--- src/soc_map_pkg.sv ---
/* Z80 address map, address views and bus-target encoding.
   imported by the decode stage, the slaves and the top level */
package soc_map_pkg;

	localparam int ADDR_BITS = 16;
	localparam int DATA_BITS = 8;
	localparam int RAM_BASE_BIT = 15; // A15 low is the protected rom half

	// one address word, read as memory address or as io port
	typedef union packed {
		struct packed {
			logic ram; // A15
			logic [14:0] offset;
		} mem;
		struct packed {
			logic [7:0] high; // B register on in/out (c)
			logic [2:0] unused;
			logic [4:0] reg_idx;
		} io;
	} cpu_addr_t;

	// slave selected for the running Wishbone cycle
	typedef enum logic [1:0] {
		TGT_NONE,
		TGT_RAM,
		TGT_ETH
	} bus_target_e;

endpackage
--- src/bus_decode.sv ---
/* decode stage: turns each front request into one Wishbone classic cycle
   on ram_port or eth_regs and returns read data to the front */
`timescale 1ns/1ps

module bus_decode
	import soc_map_pkg::*;
(
	input logic cpu_clock,
	input logic cpu_reset,
	input logic req_valid,
	input logic req_we,
	input logic req_io,
	input logic [ADDR_BITS-1:0] req_addr,
	input logic [DATA_BITS-1:0] req_data,
	input logic req_cpu,
	input logic [DATA_BITS-1:0] ram_dat_r,
	input logic ram_ack,
	input logic [DATA_BITS-1:0] eth_dat_r,
	input logic eth_ack,
	output logic req_ready,
	output logic wb_cyc,
	output logic wb_we,
	output logic [ADDR_BITS-1:0] wb_adr,
	output logic [DATA_BITS-1:0] wb_dat_w,
	output logic wb_cpu,
	output logic ram_stb,
	output logic eth_stb,
	output logic rsp_valid,
	output logic [DATA_BITS-1:0] rsp_data
);

	cpu_addr_t a;
	bus_target_e tgt; // TGT_NONE doubles as idle
	logic accept, ack;
	logic [DATA_BITS-1:0] dat_r;

	assign a = req_addr;
	assign req_ready = (tgt == TGT_NONE);
	assign accept = req_valid && req_ready;

	assign wb_cyc = (tgt != TGT_NONE);
	assign ram_stb = (tgt == TGT_RAM);
	assign eth_stb = (tgt == TGT_ETH);
	assign ack = (ram_stb && ram_ack) || (eth_stb && eth_ack);
	assign dat_r = ram_stb ? ram_dat_r : eth_dat_r;

	always_ff @(posedge cpu_clock) begin
		if (cpu_reset) begin
			tgt <= TGT_NONE;
			rsp_valid <= 1'b0;
		end else begin
			rsp_valid <= 1'b0;
			if (accept) begin
				tgt <= req_io ? TGT_ETH : TGT_RAM;
			end else if (ack) begin
				tgt <= TGT_NONE; // cyc and stb drop after ack
				rsp_valid <= !wb_we;
			end
		end
	end

	always_ff @(posedge cpu_clock) begin
		if (accept) begin
			wb_we <= req_we;
			wb_dat_w <= req_data;
			wb_cpu <= req_cpu;
			wb_adr <= req_io ? ADDR_BITS'(a.io.reg_idx) : a; // io uses the register index only
		end
		if (ack)
			rsp_data <= dat_r;
	end

	a_one_slave: assert property (@(posedge cpu_clock) disable iff (cpu_reset)
		!(ram_stb && eth_stb));

	a_stb_held: assert property (@(posedge cpu_clock) disable iff (cpu_reset)
		(wb_cyc && !ack) |=> $stable({ram_stb, eth_stb, wb_adr, wb_we}));

endmodule

--- config.mk ---
export PLATFORM = sky130hd
export DESIGN_NAME = bus_decode
export DESIGN_NICKNAME = d
export VERILOG_FILES = /design/src/soc_map_pkg.sv /design/src/bus_decode.sv
export SDC_FILE = /design/constraint.sdc
export NUM_CORES = 1
export LEC_CHECK = 0
export BUFFER_PORTS_ARGS = -buffer_cell sky130_fd_sc_hd__buf_2
export CAP_MARGIN = 10
export CORE_ASPECT_RATIO = 2
export CORE_MARGIN = 1.5
export CORE_UTILIZATION = 40
export CTS_BUF_LIST = sky130_fd_sc_hd__clkbuf_2 sky130_fd_sc_hd__clkbuf_4 sky130_fd_sc_hd__clkbuf_8
export DETAILED_ROUTE_END_ITERATION = 6
export PLACE_DENSITY = 0.85
export SETUP_SLACK_MARGIN = 0.1
export SYNTH_ARGS = -nofsm -noshare
export SYNTH_HDL_FRONTEND = slang
export SYNTH_SLANG_ARGS = --single-unit
--- constraint.sdc ---
create_clock -name cpu_clock -period 2.5 [get_ports cpu_clock]
set_input_delay 0.375 -clock cpu_clock [delete_from_list [all_inputs] [get_ports cpu_clock]]
set_output_delay 0.375 -clock cpu_clock [all_outputs]
set_load 0.005 [all_outputs]
==> flow_summary.json <==
{
  "criticalPathCategory": "reg2out",
  "power.static_leakage_uw": 0.000862,
  "grt_pass1_wl_um": 3970,
  "hold_slack_ns": 0.266,
  "final.min_clock_period_ns": 1.75,
  "die_area_um2": 3830,
  "worstPathBufferInverterCount": 1,
  "timing.final.max_slew_violations": 0,
  "cpLargestDelayFamily": "simple AND/OR/NAND/NOR gates",
  "slew_headroom_pct": 60.6,
  "clock_sinks": 37,
  "ys_types": 17,
  "grt_setup_unrepaired": "no",
  "port-buffer-count": 86,
  "violated_checks": "design-rule violations",
  "floorplan.io_pins": 87,
  "clk_transition_reported_paths_ns": 0.07,
  "yosysTopAreaCellShare_pct": 74.0,
  "routed-via-count": 939,
  "achievable-frequency_mhz": 570,
  "yosysWarningCount": 0,
  "grt_start_max_net_pins": 18,
  "crit-reg2reg-launch": "tgt[1]",
  "average_size_of_a_mapped_cell_um2": 18.9,
  "grt_antenna_before_repair": 0,
  "netlist_area_um2": 1380,
  "finClkSkew_ns": 0.00596,
  "drt-vias-per-instance": 4.74,
  "crit_arrival_ns": 1.38,
  "worst_path_max_delay_cell": "sky130_fd_sc_hd__nor2b_2",
  "synth_top_family_by_area": "simple AND/OR/NAND/NOR gates",
  "timing.max_cap.violations": 0,
  "clockRootBuffer": "sky130_fd_sc_hd__clkbuf_8",
  "r2r_setup_slack_ns": 0.78,
  "setup_viol": 0,
  "crit_path_end_kind": "output pin",
  "min_delay_worst_endpoint": "wb_we",
  "worst_ir_drop_vdd_mv": 0.499,
  "hp-class": "in2reg",
  "fraction_of_final_layout_cells_sized_beyond_drive_strength_1_pct": 64.5,
  "detailedPlacementHpwl_um": 2130,
  "post_drt_wl_per_cell_um": 13.6,
  "h-tree-depth": 2,
  "synth-seq-cells": 37,
  "r2r_cells": 3,
  "max_stage_delay_ns": 0.50,
  "tritoncts": "done",
  "critPathRequiredTime_ns": 2.12,
  "gr-total-overflow": 0,
  "report.final.hold_viol_count": 0,
  "cp_max_fo": 10,
  "clockBufferDepth": 2,
  "post_synth_fa_ha_maj_area_fraction_pct": 0,
  "area_growth_pct": 42.8,
  "post_synth_mux_area_share_pct": 6.53,
  "place_congestion": 0.682,
  "synth-simple-area-share_pct": 9.80,
  "postCtsSetupBuffers": 0,
  "postRouteAntennaNets": 0,
  "timing.rr.end": "wb_dat_w[3]",
  "synth.area.top_cells": "sky130_fd_sc_hd__edfxtp_1, sky130_fd_sc_hd__mux2_2, sky130_fd_sc_hd__nor2b_1",
  "post-route-period-util_pct": 70.2,
  "synth_xor_area_share_pct": 0,
  "synth-compound-area-share_pct": 3.36,
  "synth_cells": 73,
  "cts_made_buffers": 5,
  "synthDominantAreaCellType": "sky130_fd_sc_hd__edfxtp_1",
  "drt_first_iter_violations": 20,
  "global_route.usage.total_pct": 14.5,
  "timing_worst_slew_pin_value_ns": 0.591,
  "wirelength_um": 2700,
  "min_path_cells": 1,
  "finish.instance_area_um2": 1970,
  "critical_path.startpoint_type": "flip-flop",
  "die_w_um": 44.5,
  "insertedDiodeCount": 0,
  "cts-hold-fix-buffers": 0,
  "run_status": "finished with violations",
  "final_net_count": 213,
  "ys_seq_area_share_pct": 78.4,
  "hold_start": "req_we",
  "drc": 7,
  "clk_latency_ns": 0.28,
  "count_of_tritonroute_iterations_in_the_first_routing_pass": 6,
  "placement_stage_cell_area_um2": 1850,
  "timing.setup.tns_ns": 0,
  "synthesis.nets": 121,
  "floorplan.core_area_um2": 3340,
  "starting_density_of_the_core_pct": 41.3,
  "first_global_vias": 954,
  "p_per_area_nw_per_um2": 705,
  "die_height_um": 86.0,
  "critical_path_cell_by_cell": "nor2b_2 -> buf_2",
  "post_cts_resized": 0,
  "floorplan.rows": 30
}
## cells in the final DEF, fill, tap and decap left out
cell type / synthesis / layout
sky130_fd_sc_hd__nor2b_1: 11 / 11
sky130_fd_sc_hd__mux2_2: 8 / 8
sky130_fd_sc_hd__clkinv_4: 0 / 1
sky130_fd_sc_hd__edfxtp_1: 34 / 34
sky130_fd_sc_hd__inv_1: 3 / 3
sky130_fd_sc_hd__dfxtp_1: 3 / 3
sky130_fd_sc_hd__o2bb2ai_4: 1 / 1
sky130_fd_sc_hd__a21oi_1: 1 / 1
sky130_fd_sc_hd__nor2_1: 3 / 3
sky130_fd_sc_hd__nand3b_1: 1 / 1
sky130_fd_sc_hd__bufinv_16: 0 / 1
sky130_fd_sc_hd__nand2b_2: 1 / 1
sky130_fd_sc_hd__a32oi_1: 1 / 1
sky130_fd_sc_hd__clkbuf_8: 0 / 5
sky130_fd_sc_hd__buf_2: 0 / 86
sky130_fd_sc_hd__and2_1: 1 / 1
sky130_fd_sc_hd__clkbuf_4: 0 / 1
sky130_fd_sc_hd__o21ai_0: 1 / 1
sky130_fd_sc_hd__buf_12: 0 / 1
sky130_fd_sc_hd__nor4b_4: 1 / 1
sky130_fd_sc_hd__nor2b_2: 1 / 1
## power by group
| part | internal [uW] | total, uW | switching [uW] |
|---|---|---|---|
| combinational | 79.3 | 148 | 69.1 |
| sequential | 725 | 737 | 11.5 |
| clock | 310 | 504 | 194 |
## cells by family (layout without fill, tap and decap cells)
group,after synthesis,count (layout)
AO/OA/AOI/OAI,4,4
buffers and inverters,5,98
AND/OR/NAND/NOR,19,19
multiplexers,8,8
flip-flops,37,37
## through the flow
step	util, %	worst slack [ns]	total power [uW]	std cells
floorplan	-	0.766	809	73
finish	59.0	0.746	1390	198
global placement	55.5	0.934	892	190
detailed placement	55.5	0.784	901	190
CTS	59.0	0.703	1400	198
global route	59.0	0.657	1450	198
## synthesized netlist by cell type
| cell | number |
|---|---|
| sky130_fd_sc_hd__mux2_2 | 8 |
| sky130_fd_sc_hd__dfxtp_1 | 3 |
| sky130_fd_sc_hd__o21ai_0 | 1 |
| sky130_fd_sc_hd__nor4b_4 | 1 |
| sky130_fd_sc_hd__clkbuf_1 | 1 |
| sky130_fd_sc_hd__nand3b_1 | 1 |
| sky130_fd_sc_hd__nand2b_2 | 1 |
| sky130_fd_sc_hd__buf_6 | 1 |
| sky130_fd_sc_hd__a21oi_1 | 1 |
| sky130_fd_sc_hd__inv_1 | 3 |
| sky130_fd_sc_hd__o2bb2ai_4 | 1 |
| sky130_fd_sc_hd__a32oi_1 | 1 |
| sky130_fd_sc_hd__nor2b_1 | 11 |
| sky130_fd_sc_hd__nor2b_2 | 1 |
| sky130_fd_sc_hd__nor2_1 | 3 |
| sky130_fd_sc_hd__and2_1 | 1 |
| sky130_fd_sc_hd__edfxtp_1 | 34 |
## routing by layer
metal,up-vias,global-route usage (%),part of all wire [%]
li1,450,-,-
met3,7,5.05,8.9
met1,427,12.6,34
met4,0,9.09,2.6
met5,-,0,0
met2,55,26.0,55
## flip-flops by register name, indices dropped and copies added, names as in the netlist
| name | count |
|---|---|
| wb_cpu | 1 |
| wb_dat_w | 8 |
| tgt | 2 |
| wb_adr | 16 |
| wb_we | 1 |
| rsp_valid | 1 |
| rsp_data | 8 |
## final cells by class
cell class / count / area, um2
fillers: 267 / 1370
flip-flops and latches: 37 / 1080
repair buffers: 87 / 450
multi-input cells: 31 / 272
clock buffers: 6 / 76.3
well taps: 32 / 40.0
clock inverters: 2 / 38.8
inverters: 3 / 11.3
## how the worst max path moves through the flow
| stage | startpoint | endpoint | slack [ns] | depth (start not counted) |
|---|---|---|---|---|
| 2_1_floorplan | tgt[1] | wb_adr[0] | 0.77 | 2 |
| 3_3_place_gp | tgt[1] | wb_adr[12] | 0.93 | 3 |
| 3_5_place_dp | tgt[1] | wb_dat_w[3] | 0.78 | 3 |
| 4_1_cts | tgt[0] | ram_stb | 0.70 | 2 |
| 5_1_grt | tgt[0] | ram_stb | 0.66 | 2 |
| 6_report | tgt[0] | ram_stb | 0.75 | 2 |
No activity file was read; power rests on OpenSTA's default activity.
