### src/soc_map_pkg.sv
/* Z80 address map, address views and bus-target encoding.
   imported by the decode stage, the slaves and the top level */
package soc_map_pkg;

	localparam int ADDR_BITS = 16;
	localparam int DATA_BITS = 8;
	localparam int RAM_BASE_BIT = 15; // A15 low is the protected rom half

	// one address word, read as memory address or as io port
	typedef union packed {
		struct packed {
			logic ram; // A15
			logic [14:0] offset;
		} mem;
		struct packed {
			logic [7:0] high; // B register on in/out (c)
			logic [2:0] unused;
			logic [4:0] reg_idx;
		} io;
	} cpu_addr_t;

	// slave selected for the running Wishbone cycle
	typedef enum logic [1:0] {
		TGT_NONE,
		TGT_RAM,
		TGT_ETH
	} bus_target_e;

endpackage
### src/cpu_bus_front.sv
/* front stage of the io fabric: captures Z80 and download cycles as requests,
   drives wait and returns read data */
`timescale 1ns/1ps

module cpu_bus_front
	import soc_map_pkg::*;
(
	input logic cpu_clock,
	input logic cpu_reset,
	input logic [ADDR_BITS-1:0] cpu_addr,
	input logic [DATA_BITS-1:0] cpu_dout,
	input logic cpu_mreq_n,
	input logic cpu_iorq_n,
	input logic cpu_rd_n,
	input logic cpu_wr_n,
	input logic cpu_m1_n,
	input logic dio_download,
	input logic dio_write,
	input logic [ADDR_BITS-1:0] dio_addr,
	input logic [DATA_BITS-1:0] dio_data,
	input logic req_ready,
	input logic rsp_valid,
	input logic [DATA_BITS-1:0] rsp_data,
	output logic req_valid,
	output logic req_we,
	output logic req_io,
	output logic [ADDR_BITS-1:0] req_addr,
	output logic [DATA_BITS-1:0] req_data,
	output logic req_cpu,
	output logic [DATA_BITS-1:0] cpu_din,
	output logic cpu_wait_n,
	output logic int_ack
);

	logic mem_cyc, io_cyc, inta_cyc, active, active_d;
	logic cyc_new, cyc_req, slot_free;
	logic cpu_take, dio_take;
	logic cpu_pend; // cpu cycle seen but not yet in req
	logic rd_busy; // cpu read waiting for its response

	assign mem_cyc = !cpu_mreq_n && (!cpu_rd_n || !cpu_wr_n);
	assign io_cyc = !cpu_iorq_n && cpu_m1_n && (!cpu_rd_n || !cpu_wr_n);
	assign inta_cyc = !cpu_iorq_n && !cpu_m1_n;
	assign active = mem_cyc || io_cyc || inta_cyc;

	assign cyc_new = active && !active_d && !dio_download; // first clock of a cycle
	assign cyc_req = cyc_new && !inta_cyc;
	assign slot_free = !req_valid || req_ready;

	// download port owns the bus while it runs
	assign dio_take = dio_download && dio_write;
	assign cpu_take = !dio_download && (cyc_req || cpu_pend) && slot_free;

	// z80 bus keeps address and data stable while wait is low
	assign cpu_wait_n = !(dio_download || rd_busy || cpu_pend ||
		(cyc_req && (!cpu_rd_n || !slot_free)));

	always_ff @(posedge cpu_clock) begin
		if (cpu_reset) begin
			active_d <= 1'b0;
			cpu_pend <= 1'b0;
			rd_busy <= 1'b0;
			req_valid <= 1'b0;
			int_ack <= 1'b0;
		end else begin
			active_d <= active;
			cpu_pend <= (cyc_req || cpu_pend) && !cpu_take;
			int_ack <= cyc_new && inta_cyc;
			if (cyc_req && !cpu_rd_n)
				rd_busy <= 1'b1;
			else if (rsp_valid)
				rd_busy <= 1'b0; // wait released on the next clock
			if (cpu_take || dio_take)
				req_valid <= 1'b1;
			else if (req_ready)
				req_valid <= 1'b0;
		end
	end

	always_ff @(posedge cpu_clock) begin
		if (dio_take) begin
			req_we <= 1'b1;
			req_io <= 1'b0;
			req_addr <= dio_addr;
			req_data <= dio_data;
			req_cpu <= 1'b0;
		end else if (cpu_take) begin
			req_we <= !cpu_wr_n;
			req_io <= !cpu_iorq_n;
			req_addr <= cpu_addr;
			req_data <= cpu_dout;
			req_cpu <= 1'b1;
		end
		if (rsp_valid)
			cpu_din <= rsp_data;
	end

	// a read is never released before its data has come back
	a_read_waits: assert property (@(posedge cpu_clock) disable iff (cpu_reset)
		(rsp_valid || (req_valid && req_cpu && !req_we)) |-> !cpu_wait_n);

	// download strobes need a free request slot
	a_dio_slot: assert property (@(posedge cpu_clock) disable iff (cpu_reset)
		dio_take |-> slot_free);

endmodule

### config.mk
export PLATFORM = sky130hd
export DESIGN_NAME = cpu_bus_front
export DESIGN_NICKNAME = d
export VERILOG_FILES = /design/src/soc_map_pkg.sv /design/src/cpu_bus_front.sv
export SDC_FILE = /design/constraint.sdc
export NUM_CORES = 1
export LEC_CHECK = 0
export BUFFER_PORTS_ARGS = -buffer_cell sky130_fd_sc_hd__buf_4
export CAP_MARGIN = 0
export CORE_MARGIN = 10
export CORE_UTILIZATION = 42
export CTS_CLUSTER_DIAMETER = 60
export CTS_CLUSTER_SIZE = 10
export DETAILED_ROUTE_END_ITERATION = 10
export PLACE_DENSITY = 0.79
export SETUP_SLACK_MARGIN = 0.4
export SKIP_CTS_REPAIR_TIMING = 1
export SLEW_MARGIN = 15
export SYNTH_ARGS = -nofsm -noshare
export SYNTH_HDL_FRONTEND = slang
export SYNTH_SLANG_ARGS = --single-unit
### constraint.sdc
create_clock -name cpu_clock -period 2 [get_ports cpu_clock]
set_input_delay 0.1 -clock cpu_clock [delete_from_list [all_inputs] [get_ports cpu_clock]]
set_output_delay 0.1 -clock cpu_clock [all_outputs]
set_load 0.1 [all_outputs]
==> results_tabular.tex <==
\begin{tabular}{lr}
\hline
Metric & Value \\
\hline
\multicolumn{2}{l}{\textbf{Setup path}} \\
Crit-path cells & or2\_4 > a221oi\_4 > a2111oi\_4 > buf\_6 \\
Data arrival time of the critical path & 1.50 ns \\
Element type at the critical path end & output pin \\
Worst setup path category & register to output pin \\
Required time worst endpoint & 1.90 ns \\
CP Max Fanout & 3 \\
Reg-to-reg setup timing slack & 0.61 ns \\
Type of origin of the critical path & register \\
Buffering stage count on the worst path with inverters included & 1 \\
R2R cell count & 4 \\
FF-to-FF Start & req\_valid\$\_SDFFE\_PP0P\_ \\
Worst path max stage delay & 0.34 ns \\
Max stage delay cell, worst path & sky130\_fd\_sc\_hd\_\_dfxtp\_2 \\
Crit Reg-Reg Endpoint & req\_data[7]\$\_DFFE\_PP\_ \\
Largest delay contributor family on the critical path & compound AO/OA/AOI/OAI gates \\
\multicolumn{2}{l}{\textbf{STA}} \\
Least-Margin Pin Slew & 0.421 ns \\
Unrepaired setup endpoints after global routing & yes \\
Post-layout minimum cycle time & 1.60 ns \\
Total setup violations reported at the end of the flow & 0 \\
Max\_slew headroom & 72.0\% \\
Ratio of final minimum period to clock period & 79.8\% \\
Number of failing hold endpoints at the final stage & 0 \\
Final count of pins violating max slew & 0 \\
Setup clock skew after layout & 0.00229 ns \\
Summed negative setup slack over all endpoints & 0 ns \\
Setup ws final & 0.405 ns \\
Maximum clock frequency & 0.627 GHz \\
Minimum hold slack & 0.0216 ns \\
\multicolumn{2}{l}{\textbf{Cells and area}} \\
FILL cells & 247 \\
Total Nets Final & 288 \\
Area taken by flip-flops and latches & 1130 um2 \\
ANT cells & 0 \\
Proportion of layout cells with a drive suffix above 1 & 68.5\% \\
End-of-flow core utilization & 73.6\% \\
Syn-to-layout area delta & 64.7\% \\
Area used by multi-input combinational logic & 577 um2 \\
\multicolumn{2}{l}{\textbf{Synthesis}} \\
Post-synthesis cell type with the largest combined area & sky130\_fd\_sc\_hd\_\_edfxtp\_1 \\
Leading cell type by number of instances after synthesis & sky130\_fd\_sc\_hd\_\_edfxtp\_1 \\
Share of the synthesized area in the top cell type & 57.0\% \\
Synthesized netlist net count & 169 \\
Seq cells post-synth & 40 \\
Top cell types by occurrence after synthesis & sky130\_fd\_sc\_hd\_\_edfxtp\_1 (32), sky130\_fd\_sc\_hd\_\_mux2\_2 (24), sky130\_fd\_sc\_hd\_\_dfxtp\_1 (8), sky130\_fd\_sc\_hd\_\_nor2\_1 (4) \\
Synthesized area per cell & 16.5 um2 \\
Share of the yosys chip area belonging to registers & 66.5\% \\
Post-synth cell types & 28 \\
Number of enable-type register cells in the synthesized netlist & 32 \\
Top\_reg\_cell synth & sky130\_fd\_sc\_hd\_\_edfxtp\_1 \\
Area contributors post-synth & sky130\_fd\_sc\_hd\_\_edfxtp\_1 (57\%), sky130\_fd\_sc\_hd\_\_mux2\_2 (16\%), sky130\_fd\_sc\_hd\_\_dfxtp\_1 (9.5\%) \\
Post-Syn Instances & 102 \\
Post-Syn Area & 1690 um2 \\
Asr flop ratio synth & 0\% \\
Yosys warnings & 0 \\
\multicolumn{2}{l}{\textbf{Pwr}} \\
Largest vdd supply drop & 633 uV \\
Power Density & 897 nW/um2 \\
LEAKAGE & 0.00119 uW \\
\multicolumn{2}{l}{\textbf{Place}} \\
Port Buffer Count & 104 \\
Post-DP HPWL & 4.00 mm \\
Minimum setup slack after placement & 0.336 ns \\
RD Place Congestion & 0.734 \\
\multicolumn{2}{l}{\textbf{Detailed routing}} \\
Wire length per cell & 18.8 um \\
Via count & 1314 \\
Via/cell ratio & 4.87 \\
DRC marker count from the first detailed-route iteration & 82 \\
Antenna Nets Post-Route & 0 \\
Detailed-router iteration count before antenna repair & 4 \\
DRC violation count after routing & 0 \\
Total wire length & 5.07 mm \\
\multicolumn{2}{l}{\textbf{Clocking}} \\
H-tree depth & 2 \\
Clock buffers created by TritonCTS & 5 \\
Clock Pin Slew Worst Setup and Hold Paths & 0.07 ns \\
Total clock sinks & 40 \\
Clock tree from TritonCTS & done \\
Max clock buf depth & 2 \\
Clock insertion delay at the later pin of the skew report & 0.28 ns \\
Cell at the root of the clock tree & sky130\_fd\_sc\_hd\_\_clkbuf\_8 \\
\multicolumn{2}{l}{\textbf{Global route}} \\
Combined global-route utilization of all metal layers & 13.3\% \\
Remaining Overflow, GRT & 0 \\
Maximum number of pins on one net before global-route repair & 25 \\
Initial antenna violation count & 0 \\
Wire length of the first global-routing pass & 7.47 mm \\
Vias in the first global route & 1393 \\
\multicolumn{2}{l}{\textbf{Floorplan}} \\
Number of core rows & 22 \\
Full die area & 6950 um2 \\
Die outline height & 83.3 um \\
Area of the placeable core & 3770 um2 \\
I/O pins & 105 \\
Die Span X & 83.3 um \\
Initial core utilization & 44.7\% \\
\multicolumn{2}{l}{\textbf{Worst hold path}} \\
Hold endpoint & req\_valid\$\_SDFFE\_PP0P\_ \\
Number of instances on the worst hold path & 2 \\
Source of the worst hold timing path & cpu\_reset \\
Type of the worst min-delay path & input pin to register \\
\multicolumn{2}{l}{\textbf{Run status}} \\
Run status & finished clean \\
\multicolumn{2}{l}{\textbf{Flow run}} \\
Max Cap Violations & 0 \\
\hline
\end{tabular}
-- layout by cell type (no fill, tap or decap), drive strengths merged, types with 2 or more instances in the layout --
cell,netlist,final
edfxtp,32,32
a21oi,2,2
inv,2,2
clkinv,0,2
nor4,2,2
nand2b,5,5
nor3,2,2
dlygate4sd3,0,8
a221oi,3,3
buf,3,107
nor2,4,4
dfxtp,8,8
nand2,3,3
clkbuf,0,5
mux2,24,24
-- layer usage --
| metal | part of all wire [%] | track usage [%] |
|---|---|---|
| met1 | 32 | 12.4 |
| met2 | 61 | 26.9 |
| met3 | 6.0 | 3.22 |
| met4 | 1.3 | 4.62 |
| met5 | 0 | 0 |
-- registers in the layout, indices dropped and copies added (netlist names) --
name / count
active_d: 1
cpu_din: 8
cpu_pend: 1
int_ack: 1
rd_busy: 1
req_addr: 16
req_cpu: 1
req_data: 8
req_io: 1
req_valid: 1
req_we: 1
-- cells by family (layout without fill, tap and decap cells) --
family / after synthesis / in the layout / synth area share [%]
compound gates: 11 / 11 / 7.20
buf+inv: 5 / 125 / 2.23
flops: 40 / 40 / 66.5
mux: 24 / 24 / 16.0
simple gates: 22 / 22 / 8.02
-- power breakdown --
part	internal (uW)	switching (uW)	total [uW]
sequential	981	28.8	1010
combinational	248	614	861
clock	363	257	620
-- area by class of cell --
cell class	count	area share, %
sequential	40	40.6
timing repair buffer	115	32.4
multi-input combinational	57	20.8
clock buffer	5	2.48
tap	48	2.16
clock inverter	3	1.35
inverter	2	0.270
-- worst max path at each step --
stage	startpoint	to	cells after the start
floorplan	req_valid$_SDFFE_PP0P_	cpu_wait_n	3
global placement	cpu_mreq_n	req_addr[2]$_DFFE_PP_	5
detailed placement	cpu_mreq_n	req_addr[13]$_DFFE_PP_	5
CTS	active_d$_SDFF_PP0_	cpu_wait_n	4
global route	active_d$_SDFF_PP0_	cpu_wait_n	4
finish	active_d$_SDFF_PP0_	cpu_wait_n	4
-- metrics by stage --
step | cells | total power [uW] | cell area [um2]
global route | 270 | 2580 | 2780
global placement | 252 | 1850 | 2550
finish | 270 | 2490 | 2780
detailed placement | 252 | 1870 | 2550
floorplan | 102 | 1630 | 1720
CTS | 260 | 2490 | 2660
No activity file was read; power rests on OpenSTA's default activity.
