`src/soc_io_pkg.sv`:
```
/* Ethernet mailbox register offsets and buffer sizes.
   imported by eth_regs and by the testbench */
package soc_io_pkg;

	// register offsets within the io window
	localparam int ETH_REG_STATUS = 0; // rx count in high nibble and tx count in low
	localparam int ETH_REG_DATA = 1; // write pushes tx, read pops rx

	localparam int ETH_BUF_DEPTH = 8; // bytes per buffer
	localparam int ETH_CNT_BITS = 4; // wide enough for a full buffer

endpackage

```
`src/soc_map_pkg.sv`:
```
/* Z80 address map, address views and bus-target encoding.
   imported by the decode stage, the slaves and the top level */
package soc_map_pkg;

	localparam int ADDR_BITS = 16;
	localparam int DATA_BITS = 8;
	localparam int RAM_BASE_BIT = 15; // A15 low is the protected rom half

	// one address word, read as memory address or as io port
	typedef union packed {
		struct packed {
			logic ram; // A15
			logic [14:0] offset;
		} mem;
		struct packed {
			logic [7:0] high; // B register on in/out (c)
			logic [2:0] unused;
			logic [4:0] reg_idx;
		} io;
	} cpu_addr_t;

	// slave selected for the running Wishbone cycle
	typedef enum logic [1:0] {
		TGT_NONE,
		TGT_RAM,
		TGT_ETH
	} bus_target_e;

endpackage
```
`src/eth_regs.sv`:
```
/* Ethernet mailbox on Wishbone: tx and rx byte buffers shared with the io
   controller plus a status register holding both counts */
`timescale 1ns/1ps

module eth_regs
	import soc_map_pkg::*;
	import soc_io_pkg::*;
(
	input logic cpu_clock,
	input logic cpu_reset,
	input logic wb_cyc,
	input logic eth_stb,
	input logic wb_we,
	input logic [ADDR_BITS-1:0] wb_adr,
	input logic [DATA_BITS-1:0] wb_dat_w,
	input logic eth_tx_read_strobe,
	input logic eth_rx_write_strobe,
	input logic [DATA_BITS-1:0] eth_rx_write_byte,
	output logic [DATA_BITS-1:0] eth_dat_r,
	output logic eth_ack,
	output logic [DATA_BITS-1:0] eth_tx_read_byte
);

	logic [DATA_BITS-1:0] tx_buf [ETH_BUF_DEPTH];
	logic [DATA_BITS-1:0] rx_buf [ETH_BUF_DEPTH];
	logic [$clog2(ETH_BUF_DEPTH)-1:0] tx_wr, tx_rd, rx_wr, rx_rd;
	logic [ETH_CNT_BITS-1:0] tx_cnt, rx_cnt;
	logic access, sel_data, sel_status;
	logic tx_push, tx_pop, rx_push, rx_pop;

	assign access = wb_cyc && eth_stb && !eth_ack;
	assign sel_data = (wb_adr == ADDR_BITS'(ETH_REG_DATA));
	assign sel_status = (wb_adr == ADDR_BITS'(ETH_REG_STATUS));

	// full and empty pushes and pops are ignored
	assign tx_push = access && wb_we && sel_data && tx_cnt != ETH_CNT_BITS'(ETH_BUF_DEPTH);
	assign tx_pop = eth_tx_read_strobe && tx_cnt != '0;
	assign rx_push = eth_rx_write_strobe && rx_cnt != ETH_CNT_BITS'(ETH_BUF_DEPTH);
	assign rx_pop = access && !wb_we && sel_data && rx_cnt != '0;

	assign eth_tx_read_byte = tx_buf[tx_rd]; // head seen by the io controller

	always_ff @(posedge cpu_clock) begin
		if (cpu_reset) begin
			eth_ack <= 1'b0;
			tx_wr <= '0;
			tx_rd <= '0;
			rx_wr <= '0;
			rx_rd <= '0;
			tx_cnt <= '0;
			rx_cnt <= '0;
		end else begin
			eth_ack <= access;
			tx_wr <= tx_wr + tx_push;
			tx_rd <= tx_rd + tx_pop;
			rx_wr <= rx_wr + rx_push;
			rx_rd <= rx_rd + rx_pop;
			tx_cnt <= tx_cnt + ETH_CNT_BITS'(tx_push) - ETH_CNT_BITS'(tx_pop);
			rx_cnt <= rx_cnt + ETH_CNT_BITS'(rx_push) - ETH_CNT_BITS'(rx_pop);
		end
	end

	always_ff @(posedge cpu_clock) begin
		if (tx_push)
			tx_buf[tx_wr] <= wb_dat_w;
		if (rx_push)
			rx_buf[rx_wr] <= eth_rx_write_byte;
		if (access && !wb_we) begin
			if (sel_status)
				eth_dat_r <= {rx_cnt, tx_cnt};
			else if (rx_pop)
				eth_dat_r <= rx_buf[rx_rd];
			else
				eth_dat_r <= '0; // empty rx or unknown offset
		end
	end

	a_cnt_range: assert property (@(posedge cpu_clock) disable iff (cpu_reset)
		(tx_cnt <= ETH_CNT_BITS'(ETH_BUF_DEPTH)) && (rx_cnt <= ETH_CNT_BITS'(ETH_BUF_DEPTH)));

endmodule

```
`config.mk`:
```
export PLATFORM = sky130hd
export DESIGN_NAME = eth_regs
export DESIGN_NICKNAME = d
export VERILOG_FILES = /design/src/soc_io_pkg.sv /design/src/soc_map_pkg.sv /design/src/eth_regs.sv
export SDC_FILE = /design/constraint.sdc
export NUM_CORES = 1
export LEC_CHECK = 0
export BUFFER_PORTS_ARGS = -buffer_cell sky130_fd_sc_hd__buf_2
export CAP_MARGIN = 20
export CORE_UTILIZATION = 59
export CTS_CLUSTER_DIAMETER = 100
export DETAILED_ROUTE_END_ITERATION = 12
export PLACE_DENSITY = 0.77
export SETUP_SLACK_MARGIN = 0.02
export SLEW_MARGIN = 15
export SYNTH_ARGS = -nofsm -noshare
export SYNTH_HDL_FRONTEND = slang
export SYNTH_SLANG_ARGS = --single-unit
```
`constraint.sdc`:
```
create_clock -name cpu_clock -period 3.7 [get_ports cpu_clock]
set_clock_uncertainty 0.15 [all_clocks]
set_input_delay 0.555 -clock cpu_clock [delete_from_list [all_inputs] [get_ports cpu_clock]]
set_output_delay 0.555 -clock cpu_clock [all_outputs]
set_load 0.01 [all_outputs]
```
==> impl_metrics.py, run 1 <==
metrics = {
    "run_status": {
        "status": "finished, final reports clean",
    },
    "timing": {
        "fin_ws_ps": 685,
        "slew_violations": 0,
        "fin_hold_ws_ps": 143,
        "hold_viol": 0,
        "max_clock_freq_ghz": 0.332,
        "rsz0062_at_grt": "no",
        "relSlewSlack_pct": 40.3,
        "period_share_pct": 81.5,
        "finalSetupViolCount": 0,
        "tightest_slew_ps": 894,
        "fin_crit_ps": 3010,
        "tns_ps": 0,
    },
    "job": {
        "cap_violations": 0,
    },
    "logic_synthesis": {
        "async_flop_share_pct": 0,
        "synthTopCellsByArea": "edfxtp_1 64%, mux4_2 7.0%, dfxtp_1 6.6%",
        "synth_top_cell_by_area": "edfxtp_1",
        "netlist_instances": 335,
        "synth-edff-count": 136,
        "yosys_most_used_dff": "edfxtp_1",
        "ys_warn_count": 0,
        "ys_ff_latch": 157,
        "synth.cell_area_um2": 6400,
        "ys_seq_area_share_pct": 70.4,
        "synth_area_per_cell_um2": 19.1,
        "synth_common_cells": "136 x edfxtp_1, 21 x dfxtp_1, 21 x nor2_1, 20 x ha_1, 20 x mux4_2",
        "yosysTopAreaCellShare_pct": 63.8,
        "ys_types": 31,
        "syn_nets": 396,
        "synthMostInstantiatedCell": "edfxtp_1",
    },
    "setup_path": {
        "crit_arrival_ps": 2310,
        "max_stage_delay_ps": 900,
        "critical-path-slowest-cell": "dfxtp_1",
        "criticalPathCategory": "reg -> out",
        "crit_required_ps": 2990,
        "worstSetupEndpointType": "output pin",
        "path_cells": "mux4_2 > mux2_2 > buf_2",
        "start_kind": "flip-flop",
        "worst-path-max-fanout": 17,
    },
    "drt": {
        "dr.pass1.iters": 4,
        "drc": 0,
        "viasPerCell": 5.82,
        "wl_um": 11100,
        "vias": 3250,
        "wire_per_inst_um": 19.8,
        "drt_iter0_markers": 245,
        "ant_nets": 0,
    },
    "floorplanning": {
        "die_w_um": 106,
        "core_um2": 10400,
        "row_count": 37,
        "pin_count": 56,
        "die_area_um2": 11300,
        "fp.dieH_um": 106,
        "initial_utilization_pct": 61.4,
    },
    "placement": {
        "dp_hpwl_um": 6850,
        "place.gp.congestion": 0.733,
        "io_buffer_count": 55,
        "dp_worst_setup_slack_ps": 527,
    },
    "clock_tree": {
        "cts_tree": "yes",
        "postCtsSetupBuffers": 0,
        "cts_max_path_buffers": 2,
        "hold_buffers": 0,
        "cts.root.buffer_cell": "clkbuf_8",
        "clock-sinks": 157,
        "cts_buffers": 17,
        "clk_latency_ps": 530,
        "clk_pin_slew_ps": 60,
        "h-tree-depth": 4,
        "cts_resized": 0,
    },
    "pwr": {
        "p_leak_uw": 0.00261,
        "p_comb_share_pct": 14.9,
        "p_sw_uw": 1050,
        "irDropWorstVdd_uv": 382,
        "clock_power_share_pct": 37.5,
        "pwr-share-seq_pct": 47.6,
        "p_sw_share_pct": 24.0,
        "internal_power_uw": 3310,
        "power.density_nw_per_um2": 587,
        "power.total_uw": 4360,
    },
    "global_route": {
        "grt_max_degree": 22,
        "grt_overflow": 0,
        "grt_pass1_vias": 3319,
        "grt_use_total_pct": 21.9,
        "antenna_found_initial": 0,
        "grt_pass1_wl_um": 17400,
    },
    "finish": {
        "drive_gt1_share_pct": 33.2,
        "fin_util_pct": 71.4,
        "nNetsFinal": 470,
        "syn2layout_area_growth_pct": 16.2,
        "n_antenna_cell": 0,
    },
    "hold_path": {
        "holdCritPathClass": "in -> reg",
    },
}
## layer usage
metal	GRT usage, %	up-vias	share of wire, %
li1	-	1483	-
met1	29.7	1653	44
met2	34.0	99	49
met3	7.17	15	5.8
met4	7.24	0	1.2
met5	0	-	0
## power by group through the flow
| stage | combinational (µW) | sequential, µW | clock [µW] |
|---|---|---|---|
| after global routing | 732 | 2080 | 1740 |
| after detailed placement | 652 | 2110 | 0 |
| after CTS | 662 | 2080 | 1670 |
| final | 650 | 2080 | 1630 |
| after global placement | 627 | 2110 | 0 |
| after floorplan | 494 | 2080 | 0 |
## cell usage in the layout (no fill, tap or decap), drive strengths merged, types with 2 or more instances in the layout
cell / count
nor4: 4
nor4b: 3
nand2b: 3
mux2: 16
mux4: 32
bufinv: 2
clkbuf: 18
xnor2: 8
ha: 20
dfxtp: 21
nor3: 4
nand3b: 2
clkinvlp: 3
a22o: 8
a21o: 2
nor2: 21
a21boi: 2
nand2: 4
clkinv: 6
inv: 15
buf: 70
a21oi: 3
nor2b: 12
edfxtp: 136
fa: 2
## cell families (layout without fill, tap and decap cells)
family / Yosys count / in the layout / synth area share (%)
buffers and inverters: 27 / 114 / 2.27
muxes: 48 / 48 / 14.8
adders and majority gates: 22 / 22 / 4.54
AOI/OAI and AO/OA: 16 / 16 / 1.98
xor gates and xnor gates: 8 / 8 / 1.10
DFF: 157 / 157 / 70.4
and+or+nand+nor: 57 / 57 / 4.91
## registers in the layout, indices dropped and copies added, names as in the netlist
name       flops
eth_ack        1
rx_wr          3
rx_cnt         4
eth_dat_r      8
rx_rd          3
tx_buf        64
tx_cnt         4
tx_rd          3
rx_buf        64
tx_wr          3
## per-stage QoR
step                      instance area [µm²]  std cells
after global routing                     7430        558
after global placement                   6870        526
final                                    7430        558
after detailed placement                 6870        526
after floorplan                          6400        335
after CTS                                7430        558
## critical path: cells and delay by family (launching register included)
| kind | cells | cell delay (ps) |
|---|---|---|
| DFF | 1 | 900 |
| buffers and inverters | 1 | 140 |
| muxes | 2 | 730 |
## worst paths after layout
path                        startpoint                   to  slack (ps)  depth (start not counted)
setup / recovery              tx_rd[1]  eth_tx_read_byte[0]         690                          3
hold / removal    eth_rx_write_byte[5]         rx_buf[7][5]         140                          1
setup reg to reg             rx_cnt[2]            rx_cnt[2]        1030                         10
hold reg to reg              rx_cnt[2]         eth_dat_r[6]         410                          1
## cell type report
cell class / instances / area, µm²
clock inverters: 14 / 144
flip-flops and latches: 157 / 4500
fillers: 652 / 2980
repair buffers: 70 / 388
multi-input cells: 151 / 1770
inverters: 12 / 45.0
clock buffers: 18 / 418
well taps: 136 / 170
Power figures use the tool's default switching activity.
==> inputs of run 2 (changes only) <==
--- a/config.mk
+++ b/config.mk
@@ -5,12 +5,13 @@
 export SDC_FILE = /design/constraint.sdc
 export NUM_CORES = 1
 export LEC_CHECK = 0
+export ABC_AREA = 1
 export BUFFER_PORTS_ARGS = -buffer_cell sky130_fd_sc_hd__buf_2
 export CAP_MARGIN = 20
-export CORE_UTILIZATION = 59
+export CORE_UTILIZATION = 54
 export CTS_CLUSTER_DIAMETER = 100
 export DETAILED_ROUTE_END_ITERATION = 12
-export PLACE_DENSITY = 0.77
+export PLACE_DENSITY = 0.74
 export SETUP_SLACK_MARGIN = 0.02
 export SLEW_MARGIN = 15
 export SYNTH_ARGS = -nofsm -noshare
==> constraint.sdc (replaced) <==
create_clock -name cpu_clock -period 2.7 [get_ports cpu_clock]
set_clock_uncertainty 0.15 [all_clocks]
set_input_delay 0.405 -clock cpu_clock [delete_from_list [all_inputs] [get_ports cpu_clock]]
set_output_delay 0.405 -clock cpu_clock [all_outputs]
set_load 0.01 [all_outputs]
==> impl_metrics.py, run 2 <==
metrics = {
    "run_status": {
        "status": "finished, final reports clean",
    },
    "logic_synthesis": {
        "synth_top_cell_by_area": "edfxtp_1",
        "yosysTopAreaCellShare_pct": 59.6,
        "ys_ff_latch": 157,
        "ys_warn_count": 0,
        "synthAdderAreaFrac_pct": 4.24,
        "ys_types": 31,
        "synth_area_per_cell_um2": 10.8,
        "synth-xor-area-share_pct": 0.767,
        "synth-compound-area-share_pct": 4.35,
        "netlist_instances": 632,
        "synth_top_family_by_area": "simple AND/OR/NAND/NOR gates",
        "async_flop_share_pct": 0,
        "synth_common_cells": "145 x nand2_1, 136 x edfxtp_1, 74 x nor2_1, 71 x inv_1, 51 x nand3_1",
        "synthMuxAreaShare_pct": 0,
        "synthMostInstantiatedCell": "nand2_1",
        "synth.cell_area_um2": 6850,
        "yosys.area_share.simple_pct": 18.5,
        "yosys_most_used_dff": "edfxtp_1",
        "synthTopCellsByArea": "edfxtp_1 60%, nand2_1 7.9%, dfxtp_1 6.1%",
        "syn_nets": 693,
        "ys_seq_area_share_pct": 65.8,
        "synth-edff-count": 136,
    },
    "drt": {
        "drc": 0,
        "wire_per_inst_um": 15.2,
        "ant_nets": 0,
        "dr.pass1.iters": 5,
        "drt_iter0_markers": 352,
        "wl_um": 13400,
        "viasPerCell": 5.18,
        "vias": 4560,
    },
    "finish": {
        "multi_input_area_um2": 1910,
        "final_common_cell": "nand2_1",
        "syn2layout_area_growth_pct": 15.0,
        "drive_gt1_share_pct": 17.4,
        "fillers": 950,
        "nNetsFinal": 763,
        "stdcell_count": 881,
        "seq_area_um2": 4510,
        "reg.largest.list": "rx_buf x64, tx_buf x64, eth_dat_r x8",
        "n_antenna_cell": 0,
        "layout_common_cells": "145 x nand2_1, 136 x edfxtp_1, 74 x nor2_1, 71 x inv_1, 55 x buf_2",
    },
    "timing": {
        "slew_violations": 0,
        "tightest_slew_ps": 718,
        "max_clock_freq_ghz": 0.408,
        "rsz0062_at_grt": "no",
        "relSlewSlack_pct": 52.0,
        "period_share_pct": 90.8,
        "fin_crit_ps": 2450,
        "finalSetupViolCount": 0,
        "tns_ps": 0,
        "hold_viol": 0,
    },
    "global_route": {
        "antenna_found_initial": 0,
        "grt_pass1_wl_um": 21100,
        "grt_use_total_pct": 21.9,
        "grt_max_degree": 34,
        "grt_overflow": 0,
        "grt_pass1_vias": 4505,
    },
    "setup_path": {
        "crit_start": "tx_rd[0]",
        "critical-path-slowest-cell": "inv_2",
        "start_kind": "flip-flop",
        "max_stage_delay_ps": 460,
        "worst-path-max-fanout": 32,
        "critPathBufInv": 2,
        "r2r-start": "tx_cnt[2]",
        "worst_path_dominant_cell_family": "buffers and inverters",
        "r2r_slack_ps": 310,
        "crit_top_cell": "nand2_1",
        "path_cells": "inv_2 > nor2_1 > o22ai_1 > nand2_1 > nand2_1 > buf_2",
        "crit_arrival_ps": 1900,
        "criticalPathCategory": "reg -> out",
        "crit_required_ps": 2140,
        "worstSetupEndpointType": "output pin",
    },
    "clock_tree": {
        "cts.root.buffer_cell": "clkbuf_16",
        "cts_tree": "yes",
        "hold_buffers": 0,
        "clock-sinks": 157,
        "cts_buffers": 17,
        "clk_pin_slew_ps": 60,
        "clk_latency_ps": 430,
        "postCtsSetupBuffers": 0,
        "h-tree-depth": 4,
        "cts_max_path_buffers": 2,
    },
    "placement": {
        "dp_hpwl_um": 9140,
        "dp_cells": 851,
        "io_buffer_count": 55,
        "place.gp.congestion": 0.818,
    },
    "pwr": {
        "power.total_uw": 6170,
        "clock_power_share_pct": 35.5,
        "p_leak_uw": 0.00326,
        "irDropWorstVdd_uv": 563,
        "p_sw_share_pct": 26.9,
        "p_sw_uw": 1660,
        "p_comb_share_pct": 18.2,
        "pwr-share-seq_pct": 46.4,
        "power.density_nw_per_um2": 784,
        "internal_power_uw": 4510,
    },
    "floorplanning": {
        "fp.dieH_um": 115,
        "core_um2": 12200,
        "initial_utilization_pct": 56.1,
        "row_count": 40,
        "pin_count": 56,
        "die_area_um2": 13100,
        "die_w_um": 115,
    },
    "hold_path": {
        "holdCritPathClass": "in -> reg",
        "hold_path.startpoint": "eth_rx_write_byte[1]",
    },
    "job": {
        "cap_violations": 0,
    },
}
## run 2: changes by cell type after synthesis, sizes merged, moves of 4 or more
| cell | change |
|---|---|
| nand2 | +145 |
| inv | +66 |
| nor2 | +63 |
| nand3 | +50 |
| o21ai | +34 |
| mux4 | -32 |
| mux2 | -16 |
| o22ai | +16 |
| buf | +13 |
| nor2b | -12 |
| a22o | -8 |
| clkbuf | -5 |
| nor4 | -4 |
## run 2: kinds of logic (layout without fill, tap and decap cells)
| logic type | after synthesis | after routing |
|---|---|---|
| AO/OA/AOI/OAI | 55 | 55 |
| XOR/XNOR | 6 | 6 |
| adder cells (fa/ha/maj) | 22 | 22 |
| buffers and inverters | 101 | 182 |
| flip-flops | 157 | 157 |
| AND/OR/NAND/NOR | 291 | 291 |
## run 2: power groups by stage
stage | clock network, µW | logic (µW) | registers [µW]
after floorplan | 0 | 817 | 2870
after global placement | 0 | 1040 | 2900
after detailed placement | 0 | 1120 | 2910
after CTS | 2220 | 1130 | 2860
after global routing | 2310 | 1270 | 2870
final | 2190 | 1120 | 2860
## run 2: timing repair
item	4_1_cts	5_1_grt
endpoints found under the setup margin	0	5
endpoints found under the hold margin	0	0
gates resized for setup	0	1
## run 2: final cells by class
cell class              instances  share of cell area, %
flip-flops and latches        157                   57.2
inverters                      78                   3.78
well taps                     168                   2.67
clock inverters                10                   1.27
clock buffers                  20                   5.54
repair buffers                 74                   5.31
multi-input cells             374                   24.2
## run 2: final timing paths
| path | to | cells after the start |
|---|---|---|
| max | eth_tx_read_byte[4] | 6 |
| max reg2reg | tx_cnt[2] | 12 |
| min | rx_buf[5][1] | 1 |
| min reg2reg | rx_wr[2] | 2 |
## run 2: stage by stage
stage	utilization (%)	hold slack, ps	area (µm²)	setup slack (ps)
final	64.5	99.9	7880	248
after global routing	64.5	104	7880	94.0
after CTS	64.5	90.3	7880	118
after detailed placement	60.1	395	7340	68.9
after global placement	60.1	398	7340	171
after floorplan	-	354	6850	350
## run 2: per-layer routing
metal	vias up	wire [µm]	global-route usage, %
met5	-	0	0
li1	2241	-	-
met1	2204	5340	23.6
met2	93	7340	39.8
met4	0	208	8.83
met3	22	490	6.67
## run 2: worst reg2reg max path, cell delays in order (launching register included)
cell and delay [ps]:
dfxtp_1 330, inv_1 80, ha_1 200, inv_1 50, nor3_1 60, nor3_2 210, inv_1 60, ha_1 260
inv_1 40, ha_1 210, fa_1 390, xnor2_1 170, nor2_1 50
==> inputs of run 3 (changes only) <==
--- a/config.mk
+++ b/config.mk
@@ -8,10 +8,11 @@
 export ABC_AREA = 1
 export BUFFER_PORTS_ARGS = -buffer_cell sky130_fd_sc_hd__buf_2
 export CAP_MARGIN = 20
+export CORE_MARGIN = 5
 export CORE_UTILIZATION = 54
 export CTS_CLUSTER_DIAMETER = 100
 export DETAILED_ROUTE_END_ITERATION = 12
-export PLACE_DENSITY = 0.74
+export PLACE_DENSITY = 0.75
 export SETUP_SLACK_MARGIN = 0.02
 export SLEW_MARGIN = 15
 export SYNTH_ARGS = -nofsm -noshare
==> impl_metrics.py, run 3 (same netlist as run 2, synthesis figures left out) <==
metrics = {
    "finish": {
        "n_antenna_cell": 0,
        "reg.largest.list": "rx_buf x64, tx_buf x64, eth_dat_r x8",
        "fin_util_pct": 62.9,
        "nNetsFinal": 764,
        "stdcell_count": 887,
        "final_common_cell": "nand2_1",
        "layout_common_cells": "145 x nand2_1, 136 x edfxtp_1, 74 x nor2_1, 71 x inv_1, 55 x buf_2",
        "syn2layout_area_growth_pct": 14.9,
        "drive_gt1_share_pct": 17.5,
    },
    "timing": {
        "period_share_pct": 91.3,
        "tightest_slew_ps": 717,
        "max_clock_freq_ghz": 0.406,
        "fin_hold_ws_ps": 107,
        "fin_ws_ps": 235,
        "rsz0062_at_grt": "no",
        "hold_viol": 0,
        "finalSetupViolCount": 0,
        "fin_crit_ps": 2460,
        "relSlewSlack_pct": 52.0,
        "tns_ps": 0,
        "slew_violations": 0,
    },
    "drt": {
        "wl_um": 13700,
        "drt_iter0_markers": 334,
        "dr.pass1.iters": 5,
        "drc": 0,
        "viasPerCell": 5.18,
        "vias": 4598,
        "ant_nets": 0,
        "wire_per_inst_um": 15.4,
    },
    "setup_path": {
        "criticalPathCategory": "reg -> out",
        "max_stage_delay_ps": 620,
        "worstSetupEndpointType": "output pin",
        "path_cells": "buf_4 > o21ai_0 > o22ai_1 > nand2_1 > nand2_1 > buf_2",
        "r2r-start": "tx_cnt[2]",
        "critical-path-slowest-cell": "dfxtp_1",
        "start_kind": "flip-flop",
        "reg2reg_depth": 12,
        "crit_top_cell": "nand2_1",
        "crit_arrival_ps": 1910,
        "crit_required_ps": 2140,
        "worst-path-max-fanout": 13,
        "timing.rr.end": "tx_cnt[2]",
        "r2r_slack_ps": 320,
    },
    "floorplanning": {
        "core_um2": 12500,
        "row_count": 41,
        "pin_count": 56,
        "fp.dieH_um": 123,
        "die_w_um": 123,
        "initial_utilization_pct": 54.7,
        "die_area_um2": 15000,
    },
    "global_route": {
        "grt_overflow": 0,
        "antenna_found_initial": 0,
        "grt_use_total_pct": 19.5,
        "grt_max_degree": 33,
        "grt_pass1_vias": 4596,
        "grt_pass1_wl_um": 22100,
    },
    "run_status": {
        "status": "finished, final reports clean",
    },
    "placement": {
        "dp_hpwl_um": 9420,
        "dp_worst_setup_slack_ps": 111,
        "place.gp.congestion": 0.804,
        "dp_cells": 856,
        "io_buffer_count": 55,
    },
    "job": {
        "cap_violations": 0,
    },
    "clock_tree": {
        "clk_pin_slew_ps": 60,
        "cts_max_path_buffers": 2,
        "cts.root.buffer_cell": "clkbuf_16",
        "clock-sinks": 157,
        "clk_latency_ps": 420,
        "hold_buffers": 0,
        "cts_tree": "yes",
        "postCtsSetupBuffers": 0,
        "cts_buffers": 17,
        "h-tree-depth": 4,
    },
    "hold_path": {
        "holdCritPathClass": "in -> reg",
        "hold_path.startpoint": "eth_rx_write_byte[1]",
        "min_path_cells": 1,
        "worstHoldEndpoint": "rx_buf[5][1]",
    },
    "pwr": {
        "p_leak_uw": 0.00326,
        "irDropWorstVdd_uv": 532,
        "power.density_nw_per_um2": 776,
    },
}
[run 3: where the power goes]
| group | total [µW] | internal, µW | switching [µW] |
|---|---|---|---|
| Combinational | 1120 | 422 | 701 |
| Clock | 2110 | 1250 | 867 |
| Sequential | 2870 | 2760 | 106 |
[run 3: area by class of cell]
class,instances,area [µm²]
fill,1006,4650
sequential,157,4500
multi-input combinational,374,1910
clock buffer,22,444
timing repair buffer,75,425
inverter,78,300
tap,172,215
clock inverter,9,72.6
[run 3: worst max-delay path by stage]
stage	to	start	slack [ps]	cells after the start
floorplan	tx_cnt[2]	wb_adr[7]	350	12
global placement	tx_cnt[2]	wb_adr[5]	170	13
detailed placement	tx_cnt[2]	wb_adr[7]	110	13
CTS	eth_tx_read_byte[3]	tx_rd[0]	150	6
global route	eth_tx_read_byte[3]	tx_rd[0]	90	6
finish	eth_tx_read_byte[7]	tx_rd[0]	240	6
[run 3: critical path, delay by kind of cell (launching register included)]
family | cells | cell delay (ps)
buffers and inverters | 2 | 400
AOI/OAI and AO/OA | 2 | 300
DFF | 1 | 620
and+or+nand+nor | 2 | 160
[run 3: layer usage]
metal,vias up,routed length (µm),global-route usage (%)
met5,-,0,0
met4,0,248,6.65
met3,23,611,5.62
met2,120,7210,34.6
met1,2206,5610,22.7
li1,2249,-,-
[run 3: timing repair]
item / in CTS / in global routing
setup endpoints to repair: 0 / 5
gates resized for setup: 0 / 2
endpoints found under the hold margin: 0 / 0
[run 3: stage by stage]
stage	area (µm²)	total power, µW
6_report	7870	6100
5_1_grt	7870	6430
4_1_cts	7870	6140
3_5_place_dp	7350	4040
3_3_place_gp	7350	3970
2_1_floorplan	6850	3690
